**src/hw/cw_io_pkg.sv**
```systemverilog
`default_nettype none

package cw_io_pkg;

	typedef logic [5:0]  reg_addr_t; // register address on the access port
	typedef logic [7:0]  reg_byte_t; // one data byte
	typedef logic [15:0] byte_cnt_t; // byte counter within a multi-byte access
	typedef logic [2:0]  reg_sel_t;  // decoded register select

	localparam int NUM_PINS = 4; // target gpio pins, fixed by routing layout
	localparam int USI_PINS = 3; // pins 1 to 3 can carry usi
	localparam int OC_PIN   = 2; // pin 3 has the open-collector options

	typedef logic [NUM_PINS-1:0] pin_vec_t; // one bit per target pin
	typedef logic [5:0]          trig_src_t; // fpa, nrst, io1..io4
	typedef logic [3:0]          trig_mod_t; // advio, anapattern, decodedio, anaedge

	localparam reg_sel_t SEL_NONE    = 3'd0; // nothing readable addressed
	localparam reg_sel_t SEL_TRIGSRC = 3'd1;
	localparam reg_sel_t SEL_TRIGMOD = 3'd2;
	localparam reg_sel_t SEL_IOROUTE = 3'd3;
	localparam reg_sel_t SEL_IOREAD  = 3'd4;

	localparam reg_addr_t ADDR_TRIGSRC = 6'd39;
	localparam reg_addr_t ADDR_TRIGMOD = 6'd40;
	localparam reg_addr_t ADDR_IOROUTE = 6'd55;
	localparam reg_addr_t ADDR_IOREAD  = 6'd59; // read only

	localparam reg_byte_t RST_TRIGSRC = 8'h01; // front panel on, or mode
	localparam reg_byte_t RST_TRIGMOD = 8'h00;
	localparam reg_byte_t RST_ROUTE0  = 8'h01; // pin 1 drives uart tx
	localparam reg_byte_t RST_ROUTE1  = 8'h02; // pin 2 feeds uart rx

	// bit positions inside a pin routing byte
	localparam int RT_TX   = 0;
	localparam int RT_RX   = 1;
	localparam int RT_USIO = 2;
	localparam int RT_USII = 3;
	localparam int RT_USOC = 4; // usi out, open collector (pin 3)
	localparam int RT_TXOC = 5; // uart tx, open collector (pin 3)
	localparam int RT_GPV  = 6;
	localparam int RT_GPE  = 7;

	localparam int BYTE_EXTRA  = 5; // avrprog and power control
	localparam int BYTE_PINCTL = 6; // nrst/pdid/pdic enable and value pairs
	localparam int EX_AVRPROG  = 0;
	localparam int EX_PWROFF   = 1;

	localparam int TS_MODE_LSB = 6; // trigsrc combine mode in [7:6]
	localparam int TM_FPA_OE   = 3; // trigmod front panel drive enable

endpackage

`default_nettype wire

```
**src/hw/cw_config_if.sv**
```systemverilog
`timescale 1ns/1ns
`default_nettype none

interface cw_config_if #(
	parameter int ROUTE_BYTES = 8
);
	import cw_io_pkg::*;

	reg_byte_t trigsrc;                  // trigger source enables and mode
	reg_byte_t trigmod;                  // trigger module select and fpa drive
	reg_byte_t route [ROUTE_BYTES];      // pin routing, glitch, extra, pinctl
	logic      power_off_req;            // stored power-off bit ahead of its output register

	modport bank (
		output trigsrc, trigmod, route, power_off_req
	);

	modport user (
		input trigsrc, trigmod, route, power_off_req
	);

endinterface

`default_nettype wire

```
**src/hw/reg_access_decode.sv**
```systemverilog
`timescale 1ns/1ns
`default_nettype none

module reg_access_decode #(
	parameter int ROUTE_BYTES = 8
) (
	input  wire                           clk,
	input  wire                           reset,
	input  wire  cw_io_pkg::reg_addr_t    reg_addr_i,
	input  wire  cw_io_pkg::byte_cnt_t    reg_bytecnt_i,
	input  wire  cw_io_pkg::reg_byte_t    reg_datai_i,
	input  wire                           reg_read_i,
	input  wire                           reg_write_i,
	input  wire                           reg_addrvalid_i,
	cw_config_if.bank                     cfg,
	output cw_io_pkg::reg_sel_t           rd_sel_o,
	output logic                          rd_en_o,
	output logic [$clog2(ROUTE_BYTES)-1:0] rd_byte_o
);
	import cw_io_pkg::*;

	localparam int IDX_W = $clog2(ROUTE_BYTES);

	reg_sel_t  sel;                      // one decode shared by write and read
	logic      route_in_range;           // byte count points inside the bank
	reg_byte_t trigsrc_q;
	reg_byte_t trigmod_q;
	reg_byte_t route_q [ROUTE_BYTES];

	always_comb begin
		sel = SEL_NONE;
		if (reg_addrvalid_i) begin
			case (reg_addr_i)
				ADDR_TRIGSRC: sel = SEL_TRIGSRC;
				ADDR_TRIGMOD: sel = SEL_TRIGMOD;
				ADDR_IOROUTE: sel = SEL_IOROUTE;
				ADDR_IOREAD:  sel = SEL_IOREAD;
				default:      sel = SEL_NONE; // unmapped address
			endcase
		end
	end

	assign route_in_range = (reg_bytecnt_i < byte_cnt_t'(ROUTE_BYTES));

	always_ff @(posedge clk) begin
		if (reset) begin
			trigsrc_q <= RST_TRIGSRC;
			trigmod_q <= RST_TRIGMOD;
			for (int i = 0; i < ROUTE_BYTES; i++) begin
				route_q[i] <= '0;
			end
			route_q[0] <= RST_ROUTE0; // uart tx on pin 1
			route_q[1] <= RST_ROUTE1; // uart rx from pin 2
		end else if (reg_write_i) begin
			case (sel)
				SEL_TRIGSRC: trigsrc_q <= reg_datai_i;
				SEL_TRIGMOD: trigmod_q <= reg_datai_i;
				SEL_IOROUTE: begin
					if (route_in_range) begin
						route_q[reg_bytecnt_i[IDX_W-1:0]] <= reg_datai_i;
					end
				end
				default: ; // ioread and unknown writes dropped
			endcase
		end
	end

	assign cfg.trigsrc       = trigsrc_q;
	assign cfg.trigmod       = trigmod_q;
	assign cfg.route         = route_q;
	assign cfg.power_off_req = route_q[BYTE_EXTRA][EX_PWROFF];

	assign rd_sel_o  = sel;
	assign rd_en_o   = reg_read_i;
	assign rd_byte_o = reg_bytecnt_i[IDX_W-1:0]; // low bits pick the routing byte

endmodule

`default_nettype wire

```
**src/hw/trigger_combine.sv**
```systemverilog
`timescale 1ns/1ns
`default_nettype none

module trigger_combine (
	cw_config_if.user              cfg,
	input  wire cw_io_pkg::trig_src_t trig_in_i,     // fpa, nrst, io1..io4
	input  wire cw_io_pkg::trig_mod_t trig_module_i, // advio, anapat, decio, anaedge
	output logic                   trig_ext_o,
	output logic                   trig_o,
	output logic                   trig_fpa_oe_o
);
	import cw_io_pkg::*;

	trig_src_t src_en;                   // per-source enable from trigsrc
	logic      trig_or;
	logic      trig_and;

	assign src_en = cfg.trigsrc[5:0];

	assign trig_or  = |(trig_in_i & src_en);  // any enabled source high
	assign trig_and = &(trig_in_i | ~src_en); // disabled sources count as true

	always_comb begin
		case (cfg.trigsrc[TS_MODE_LSB +: 2])
			2'b00:   trig_ext_o = trig_or;
			2'b01:   trig_ext_o = trig_and;
			2'b10:   trig_ext_o = ~trig_and; // nand
			default: trig_ext_o = 1'b0;      // mode 3 holds trigger off
		endcase
	end

	always_comb begin
		case (cfg.trigmod[2:0])
			3'd0:    trig_o = trig_ext_o;       // plain edge trigger
			3'd1:    trig_o = trig_module_i[0]; // advanced io pattern
			3'd2:    trig_o = trig_module_i[1]; // analog pattern
			3'd3:    trig_o = trig_module_i[2]; // decoded io
			3'd4:    trig_o = trig_module_i[3]; // analog edge
			default: trig_o = 1'b0;             // codes 5..7 unused
		endcase
	end

	// front panel pin driven with the trigger when bit 3 set
	assign trig_fpa_oe_o = cfg.trigmod[TM_FPA_OE];

endmodule

`default_nettype wire

```
**src/hw/target_io_route.sv**
```systemverilog
`timescale 1ns/1ns
`default_nettype none

module target_io_route (
	input  wire                      clk,
	input  wire                      reset,
	cw_config_if.user                cfg,
	input  wire  cw_io_pkg::pin_vec_t pin_in_i,
	output cw_io_pkg::pin_vec_t      pin_o,
	output cw_io_pkg::pin_vec_t      pin_oe_o,
	input  wire                      uart_tx_i,
	input  wire                      usi_out_i,
	output logic                     uart_rx_o,
	output logic                     usi_in_o,
	output logic                     targetpower_off_o,
	output logic                     avrprog_en_o,
	output logic [2:0]               pin_ctrl_en_o, // nrst, pdid, pdic
	output logic [2:0]               pin_ctrl_o,
	output cw_io_pkg::pin_vec_t      pin_sample_o
);
	import cw_io_pkg::*;

	logic     power_off_q;               // registered copy of the power bit
	pin_vec_t pin_sample_q;

	always_ff @(posedge clk) begin
		if (reset) begin
			power_off_q  <= 1'b0;
			pin_sample_q <= '0;
		end else begin
			power_off_q  <= cfg.power_off_req;
			pin_sample_q <= pin_in_i; // one clock behind the pads
		end
	end

	always_comb begin : drive_pins
		reg_byte_t rt;
		for (int p = 0; p < NUM_PINS; p++) begin
			rt = cfg.route[p];
			pin_o[p]    = 1'b0;
			pin_oe_o[p] = 1'b0;
			if (rt[RT_TX]) begin
				pin_o[p]    = uart_tx_i;
				pin_oe_o[p] = 1'b1;
			end else if (p < USI_PINS && rt[RT_USIO]) begin
				pin_o[p]    = usi_out_i;
				pin_oe_o[p] = 1'b1;
			end else if (p == OC_PIN && rt[RT_USOC]) begin
				pin_oe_o[p] = ~usi_out_i; // pulls low only and floats for 1
			end else if (p == OC_PIN && rt[RT_TXOC]) begin
				pin_oe_o[p] = ~uart_tx_i;
			end else if (rt[RT_GPE]) begin
				pin_o[p]    = rt[RT_GPV]; // static gpio level
				pin_oe_o[p] = 1'b1;
			end
			if (power_off_q) begin
				pin_oe_o[p] = 1'b0; // unpowered target keeps every pin high-z
			end
		end
	end

	// scan downwards so the lowest marked pin wins
	always_comb begin
		uart_rx_o = 1'b1; // idle line when nothing routed
		for (int p = NUM_PINS - 1; p >= 0; p--) begin
			if (cfg.route[p][RT_RX]) begin
				uart_rx_o = pin_in_i[p];
			end
		end
	end

	always_comb begin
		usi_in_o = 1'b1;
		for (int p = USI_PINS - 1; p >= 0; p--) begin
			if (cfg.route[p][RT_USII]) begin
				usi_in_o = pin_in_i[p];
			end
		end
	end

	always_comb begin
		for (int k = 0; k < 3; k++) begin
			pin_ctrl_en_o[k] = cfg.route[BYTE_PINCTL][2*k];   // enable bit of pair
			pin_ctrl_o[k]    = cfg.route[BYTE_PINCTL][2*k+1]; // value bit of pair
		end
	end

	assign avrprog_en_o      = cfg.route[BYTE_EXTRA][EX_AVRPROG];
	assign targetpower_off_o = power_off_q;
	assign pin_sample_o      = pin_sample_q;

endmodule

`default_nettype wire

```
**src/hw/reg_readback.sv**
```systemverilog
`timescale 1ns/1ns
`default_nettype none

module reg_readback #(
	parameter int ROUTE_BYTES = 8
) (
	input  wire                             clk,
	input  wire                             reset,
	cw_config_if.user                       cfg,
	input  wire  cw_io_pkg::reg_sel_t       rd_sel_i,
	input  wire                             rd_en_i,
	input  wire  [$clog2(ROUTE_BYTES)-1:0]  rd_byte_i,
	input  wire  cw_io_pkg::pin_vec_t       pin_sample_i,
	output cw_io_pkg::reg_byte_t            reg_datao_o
);
	import cw_io_pkg::*;

	reg_byte_t rd_data_q;                // captured on the read strobe
	logic      rd_valid_q;               // last cycle addressed a readable register

	always_ff @(posedge clk) begin
		if (reset) begin
			rd_valid_q <= 1'b0;
		end else begin
			rd_valid_q <= (rd_sel_i != SEL_NONE); // select already masked by addrvalid
		end
	end

	always_ff @(posedge clk) begin
		if (rd_en_i) begin
			case (rd_sel_i)
				SEL_TRIGSRC: rd_data_q <= cfg.trigsrc;
				SEL_TRIGMOD: rd_data_q <= cfg.trigmod;
				SEL_IOROUTE: begin
					if (int'(rd_byte_i) < ROUTE_BYTES) begin
						rd_data_q <= cfg.route[rd_byte_i];
					end else begin
						rd_data_q <= '0;
					end
				end
				SEL_IOREAD:  rd_data_q <= reg_byte_t'(pin_sample_i); // upper nibble zero
				default:     rd_data_q <= '0;
			endcase
		end
	end

	// shared read bus sees zero from here unless addressed
	assign reg_datao_o = rd_valid_q ? rd_data_q : '0;

endmodule

`default_nettype wire

```
**src/hw/cw_io_top.sv**
```systemverilog
`timescale 1ns/1ns
`default_nettype none

module cw_io_top #(
	parameter int ROUTE_BYTES = 8 // number of routing bytes (7 or 8)
) (
	input  wire                       clk,
	input  wire                       reset,
	// register access port
	input  wire  cw_io_pkg::reg_addr_t reg_addr_i,
	input  wire  cw_io_pkg::byte_cnt_t reg_bytecnt_i,
	input  wire  cw_io_pkg::reg_byte_t reg_datai_i,
	output cw_io_pkg::reg_byte_t      reg_datao_o,
	input  wire                       reg_read_i,
	input  wire                       reg_write_i,
	input  wire                       reg_addrvalid_i,
	// triggers
	input  wire  cw_io_pkg::trig_src_t trig_in_i,
	input  wire  cw_io_pkg::trig_mod_t trig_module_i,
	output logic                      trig_ext_o,
	output logic                      trig_o,
	output logic                      trig_fpa_oe_o,
	// target pins
	input  wire  cw_io_pkg::pin_vec_t pin_in_i,
	output cw_io_pkg::pin_vec_t       pin_o,
	output cw_io_pkg::pin_vec_t       pin_oe_o,
	input  wire                       uart_tx_i,
	input  wire                       usi_out_i,
	output logic                      uart_rx_o,
	output logic                      usi_in_o,
	output logic                      targetpower_off_o,
	output logic                      avrprog_en_o,
	output logic [2:0]                pin_ctrl_en_o,
	output logic [2:0]                pin_ctrl_o
);
	import cw_io_pkg::*;

	localparam int IDX_W = $clog2(ROUTE_BYTES);

	reg_sel_t   rd_sel;                  // decode -> readback
	logic       rd_en;
	logic [IDX_W-1:0] rd_byte;
	pin_vec_t   pin_sample;              // route -> readback

	cw_config_if #(.ROUTE_BYTES(ROUTE_BYTES)) cfg_if ();

	reg_access_decode #(.ROUTE_BYTES(ROUTE_BYTES)) u_decode (
		.clk             (clk),
		.reset           (reset),
		.reg_addr_i      (reg_addr_i),
		.reg_bytecnt_i   (reg_bytecnt_i),
		.reg_datai_i     (reg_datai_i),
		.reg_read_i      (reg_read_i),
		.reg_write_i     (reg_write_i),
		.reg_addrvalid_i (reg_addrvalid_i),
		.cfg             (cfg_if.bank),
		.rd_sel_o        (rd_sel),
		.rd_en_o         (rd_en),
		.rd_byte_o       (rd_byte)
	);

	trigger_combine u_trig (
		.cfg           (cfg_if.user),
		.trig_in_i     (trig_in_i),
		.trig_module_i (trig_module_i),
		.trig_ext_o    (trig_ext_o),
		.trig_o        (trig_o),
		.trig_fpa_oe_o (trig_fpa_oe_o)
	);

	target_io_route u_route (
		.clk               (clk),
		.reset             (reset),
		.cfg               (cfg_if.user),
		.pin_in_i          (pin_in_i),
		.pin_o             (pin_o),
		.pin_oe_o          (pin_oe_o),
		.uart_tx_i         (uart_tx_i),
		.usi_out_i         (usi_out_i),
		.uart_rx_o         (uart_rx_o),
		.usi_in_o          (usi_in_o),
		.targetpower_off_o (targetpower_off_o),
		.avrprog_en_o      (avrprog_en_o),
		.pin_ctrl_en_o     (pin_ctrl_en_o),
		.pin_ctrl_o        (pin_ctrl_o),
		.pin_sample_o      (pin_sample)
	);

	reg_readback #(.ROUTE_BYTES(ROUTE_BYTES)) u_readback (
		.clk          (clk),
		.reset        (reset),
		.cfg          (cfg_if.user),
		.rd_sel_i     (rd_sel),
		.rd_en_i      (rd_en),
		.rd_byte_i    (rd_byte),
		.pin_sample_i (pin_sample),
		.reg_datao_o  (reg_datao_o)
	);

endmodule

`default_nettype wire

```
**config.mk**
```make
export PLATFORM = sky130hd
export DESIGN_NAME = cw_io_top
export DESIGN_NICKNAME = d
export VERILOG_FILES = /design/src/hw/cw_io_pkg.sv /design/src/hw/cw_config_if.sv /design/src/hw/reg_access_decode.sv /design/src/hw/trigger_combine.sv /design/src/hw/target_io_route.sv /design/src/hw/reg_readback.sv /design/src/hw/cw_io_top.sv
export SDC_FILE = /design/constraint.sdc
export NUM_CORES = 1
export LEC_CHECK = 0
export BUFFER_PORTS_ARGS = -buffer_cell sky130_fd_sc_hd__buf_2
export CAP_MARGIN = 20
export CELL_PAD_IN_SITES_DETAIL_PLACEMENT = 1
export CELL_PAD_IN_SITES_GLOBAL_PLACEMENT = 2
export CORE_MARGIN = 3
export CORE_UTILIZATION = 28
export CTS_CLUSTER_SIZE = 30
export DETAILED_ROUTE_END_ITERATION = 8
export GPL_ROUTABILITY_DRIVEN = 0
export PLACE_DENSITY = 0.7
export SLEW_MARGIN = 20
export SYNTH_ARGS = -nofsm -noshare
export SYNTH_HDL_FRONTEND = slang
export SYNTH_SLANG_ARGS = --single-unit
```
**constraint.sdc**
```tcl
create_clock -name clk -period 5 [get_ports clk]
set_input_delay 0.75 -clock clk [delete_from_list [all_inputs] [get_ports clk]]
set_output_delay 0.75 -clock clk [all_outputs]
set_load 0.01 [all_outputs]
```
# Word level (Yosys, flattened, before mapping)
# Cells that the tools add are included.
# op_classes
add_sub_neg,0
multipliers,0
div,0
order_cmp,3
eq_ne,14
shifts,0
n_mux,49
bitwise_logic,7
reduce_logical,9
# op_table
cell,n
64-bit bitwise mux,1
1-bit two-way mux,37
8-bit two-way mux,4
8-bit one-hot mux with 4 select lines,1
8-bit binary-select mux with 3-bit select,1
8-bit demux with 3-bit select,1
"6-bit == test, second input constant",4
"16-bit by 4-bit less-than comparator with 1-bit output, second input constant",1
"3-bit by 2-bit == test with 1-bit output, second input constant",4
3-bit one-hot mux with 4 select lines,1
6-bit bitwise AND,1
"3-bit by 1-bit == test with 1-bit output, second input constant",2
"3-bit == test, second input constant",2
6-bit NOT,1
6-bit OR,1
6-bit AND reduction,1
6-bit OR reduction,1
1-bit one-hot mux with 5 select lines,1
"4-bit >= comparator, second input constant",1
"4-bit by 1-bit less-than comparator with 1-bit output, second input constant",1
3-bit NOT with 4-bit output,1
2-bit AND reduction,2
3-bit zero test,1
3-bit two-way mux,1
other kinds (8),10
# word_totals
ff_bits,94
latch_bits,0
ram_bits,0
romBits,0
input_bits,51
output_inout_bits,29
wordCells,96
mem_count,0

# Depth between registers and ports, before layout
# depth
ltp_word,6
mapped_depth,7
ltp_nobuf,5

# Hierarchy
# From an unflattened synthesis, not the netlist that was laid out.
# unflattened
cells_unflattened,498
area_unflattened_um2,4979.8
# by_module_without_submodules
module,instances,cells_each,area_per_inst_um2,seq_area_each_um2
reg_access_decode,1,314,3369.5,1601.5
reg_readback,1,104,1058.5,260.2
target_io_route,1,55,395.4,100.1
trigger_combine,1,25,156.4,0.0

# Least setup slack after synthesis
# OpenSTA, ideal clock, no wires.
# synth_timing
path_type,in2out
start,input port trig_in_i[2]
end,output port trig_o
arrival_time_ns,1.756
t_required_ns,4.250
slack_ns,2.494
stages,4
n_path_buf,0
path_cell_list,o22ai_1 o31a_1 a211oi_1 a211o_1
# synth_between
elab_chain_len,5
word_cells_on_any_way,7
cone_classes,mux: 2; bitwise: 3; reduce/logical: 2
# synth_rtl
item,line,text
start: declaration,cw_io_top.sv:18,"input wire cw_io_pkg::trig_src_t trig_in_i,"
6-bit OR,trigger_combine.sv:21,assign trig_and = &(trig_in_i | ~src_en);
6-bit AND reduction,trigger_combine.sv:21,
1-bit NOT,trigger_combine.sv:27,2'b10: trig_ext_o = ~trig_and;
1-bit one-hot mux with 3 select lines (*),trigger_combine.sv:24,case (cfg.trigsrc[TS_MODE_LSB +: 2])
via trig_ext_o,cw_io_top.sv:20,"output logic trig_ext_o,"
1-bit one-hot mux with 5 select lines (*),trigger_combine.sv:33,case (cfg.trigmod[2:0])
end: declaration,cw_io_top.sv:21,"output logic trig_o,"
# The timed path passes the listed nets; every way through them passes the cells marked *.

# Worst setup path in the final report
# layout_timing
start,input port trig_in_i[2]
end,output port trig_o
# layout_between
elab_chain_len,5
word_cells_on_any_way,7
cone_classes,mux: 2; bitwise: 3; reduce/logical: 2
# layout_rtl
item,line
6-bit OR,trigger_combine.sv:21
6-bit AND reduction,trigger_combine.sv:21
1-bit NOT,trigger_combine.sv:27
1-bit one-hot mux with 3 select lines (*),trigger_combine.sv:24
1-bit one-hot mux with 5 select lines (*),trigger_combine.sv:33
# Mark *: on every way between the ends. The rest lies on a longest branch, timed or not.

==> impl_metrics.env <==
export IMPL_holdWs_ns=0.465
export IMPL_endpoint_kind="output pin"
export IMPL_io_buffers=79
export IMPL_setup_tns_final_ns=0
export IMPL_synth_top_cell_area_share_pct=37.4
export IMPL_synth_most_common_cell="nor2_1"
export IMPL_drt_initial_drc_count=224
export IMPL_syn_num_nets=551
export IMPL_finClkSkew_ns=0.00817
export IMPL_nNetsFinal=601
export IMPL_synthDistinctLibCells=46
export IMPL_rrSetupSlack_ns=3.32
export IMPL_areaGrowthSynthToFinish_pct=16.6
export IMPL_worst_path_max_fanout=2
export IMPL_yosysTopAreaCell="dfxtp_1"
export IMPL_io_pins=80
export IMPL_antenna_left=0
export IMPL_dp_hpwl_mm=11.1
export IMPL_synth_enable_flop_cells=8
export IMPL_worstSetupPathDepth=6
export IMPL_total_power_mw=1.54
export IMPL_max_cap_violations=0
export IMPL_crit_family="compound AO/OA/AOI/OAI gates"
export IMPL_slew_headroom_pct=30.1
export IMPL_diodes=0
export IMPL_ys_top_cells_by_area="dfxtp_1 37%, mux2i_1 17%, nor2_1 7.3%, edfxtp_1 5.2%, a21oi_1 2.6%"
export IMPL_drv_slew=0
export IMPL_cp_cell_sequence="buf_2 -> o22ai_1 -> o31a_1 -> a211oi_1 -> a211o_1 -> buf_2"
export IMPL_setup_viol=0
export IMPL_ys_flop_type="dfxtp_1"
export IMPL_cts_root_buffer="clkbuf_16"
export IMPL_cp_buffers_inverters=2
export IMPL_fin_crit_ns=2.62
export IMPL_vias_per_cell=5.04
export IMPL_synthCells=500
export IMPL_postCtsHoldBufs=0
export IMPL_powerDensity_nw_per_um2=288
export IMPL_min_path_type="flip-flop to flip-flop"
export IMPL_grt_usage_pct=16.9
export IMPL_status="finished clean"
export IMPL_dr_pass1_iters=4
export IMPL_die_area_um2=18000
export IMPL_p_leak_nw=2.23
export IMPL_grt_pass1_vias=3981
export IMPL_overflow=0
export IMPL_netlist_area_um2=4600
export IMPL_worst_pin_slew_ns=1.05
export IMPL_worstSkewPairLatency_ns=0.35
export IMPL_cp_required_ns=4.25
export IMPL_arrival_ns=1.87
export IMPL_cp_slowest_cell="a211oi_1"
export IMPL_rows=46
export IMPL_start_util_pct=28.8
export IMPL_drt_wirelength_per_cell_um=19.7
export IMPL_antenna_found_initial=0
export IMPL_syn_avg_cell_area_um2=9.21
export IMPL_clk_pin_slew_ns=0.06
export IMPL_die_y_um=134
export IMPL_crit_path_start="trig_in_i[2]"
export IMPL_r2r_end="u_readback.rd_data_q[1]"
export IMPL_fillers=1916
export IMPL_reg2reg_depth=5
export IMPL_grt_max_degree=52
export IMPL_ys_async_sr_fraction_pct=0
export IMPL_max_stage_delay_ns=0.32
export IMPL_dr_total_vias=3889
export IMPL_die_w_um=134
export IMPL_netlist_top_cells_count="90 x nor2_1, 86 x dfxtp_1, 80 x mux2i_1"
export IMPL_cts_tree="yes"
export IMPL_yosysWarnings=0
export IMPL_timing_fmax_ghz=0.382
export IMPL_crit_top_cell="buf_2"
export IMPL_timing_rr_start="u_decode.cfg.route[9]"
export IMPL_cts_resized_gates=0
export IMPL_cts_buffer_depth=2
export IMPL_critPathLaunchType="primary input"
export IMPL_cts_buffers=9
export IMPL_htreeDepth=3
export IMPL_critPathCapture="trig_o"
export IMPL_finalHoldViolations=0
export IMPL_rsz0062_at_grt="false"
export IMPL_drive_above_1_share_pct=20.2
export IMPL_yosys_register_bits=94
export IMPL_clock_sinks=94
export IMPL_post_route_drc_count=0
export IMPL_coreArea_um2=16000
export IMPL_ys_seq_area_share_pct=42.6
export IMPL_critPathKind="primary input to output pin"
export IMPL_grt_pass1_wl_mm=23.5
export IMPL_routed_wl_mm=15.2
export IMPL_ir_drop_uv=144
export IMPL_fin_crit_sh_pct=52.4
export IMPL_postCtsSetupBuffers=0
==> state kept, by name (all words and copies together) (netlist names) <==
register                    cells
u_decode.cfg.trigsrc            8
u_readback.rd_data_q            8
u_route.pin_sample_o            4
u_route.targetpower_off_o       1
u_readback.rd_valid_q           1
u_decode.cfg.route             63
u_decode.cfg.power_off_req      1
u_decode.cfg.trigmod            8
==> per-stage QoR <==
| stage | util (%) | setup slack, ns | std cells | cell area, um2 |
|---|---|---|---|---|
| after floorplan | - | 2.49 | 500 | 4600 |
| after global placement | 31.8 | 2.12 | 755 | 5090 |
| after detailed placement | 31.8 | 2.09 | 755 | 5090 |
| after CTS | 33.5 | 2.37 | 771 | 5370 |
| after global routing | 33.5 | 2.30 | 771 | 5370 |
| final | 33.5 | 2.38 | 771 | 5370 |
==> placed cells by master, fill, tap and decap left out, types with 3 or more instances in the layout <==
master,n
nand3_1,8
o21ai_0,11
mux2_2,10
a2111oi_0,3
o22a_1,5
a21oi_1,24
and3_1,4
mux2i_1,80
o22ai_1,12
inv_1,12
dfxtp_1,86
o221ai_1,3
clkbuf_16,9
edfxtp_1,8
a22o_1,4
nor2b_1,3
buf_2,79
nor4_4,5
nor3_1,12
or4_1,3
nand2b_1,4
and2_1,11
a22oi_1,3
nand2_1,25
nor2_1,90
a211oi_1,7
a221o_1,4
==> layer usage <==
| layer | global-route usage [%] | vias to the layer above | part of all wire, % |
|---|---|---|---|
| met5 | 0 | - | 0 |
| met4 | 5.94 | 0 | 1.8 |
| met3 | 3.00 | 17 | 4.1 |
| met2 | 27.1 | 86 | 46 |
| met1 | 22.9 | 1909 | 48 |
| li1 | - | 1877 | - |
==> cell families (layout without fill, tap and decap cells) <==
family,count (synthesis),in the layout,share of synthesized area [%]
flops,94,94,42.6
simple gates,177,177,19.8
compound gates,86,86,12.6
buf+inv,53,108,5.11
mux,90,90,19.8
==> worst min-delay path by stage <==
stage | start | to | cells past startpoint
finish | u_decode.cfg.trigmod[5] | u_decode.cfg.trigmod[5] | 2
global route | u_decode.cfg.trigmod[5] | u_decode.cfg.trigmod[5] | 2
detailed placement | u_decode.cfg.trigmod[5] | u_decode.cfg.trigmod[5] | 2
global placement | u_decode.cfg.trigmod[6] | u_decode.cfg.trigmod[6] | 2
CTS | u_decode.cfg.trigmod[5] | u_decode.cfg.trigmod[5] | 2
floorplan | u_decode.cfg.trigmod[4] | u_decode.cfg.trigmod[4] | 2
==> cell type report <==
cell class                 instances  area [um2]  share of cell area (%)
tap                              216         270                    5.04
timing repair buffer              80         403                    7.51
sequential                        94        1960                    36.6
clock inverter                     3        20.0                   0.373
multi-input combinational        353        2410                    44.8
inverter                          12        45.0                   0.839
clock buffer                      13         260                    4.85
==> power breakdown <==
part,internal [mW],switching [mW]
sequential,0.763,0.00201
clock,0.364,0.299
combinational,0.0361,0.0797
==> worst min-delay path: cells and delay by family, from the launching register on <==
family	cells	cell delay (ns)
AOI/OAI and AO/OA	1	0.05
DFF	1	0.31
and+or+nand+nor	1	0.05
Note: power is estimated with default switching activity, not from simulation.
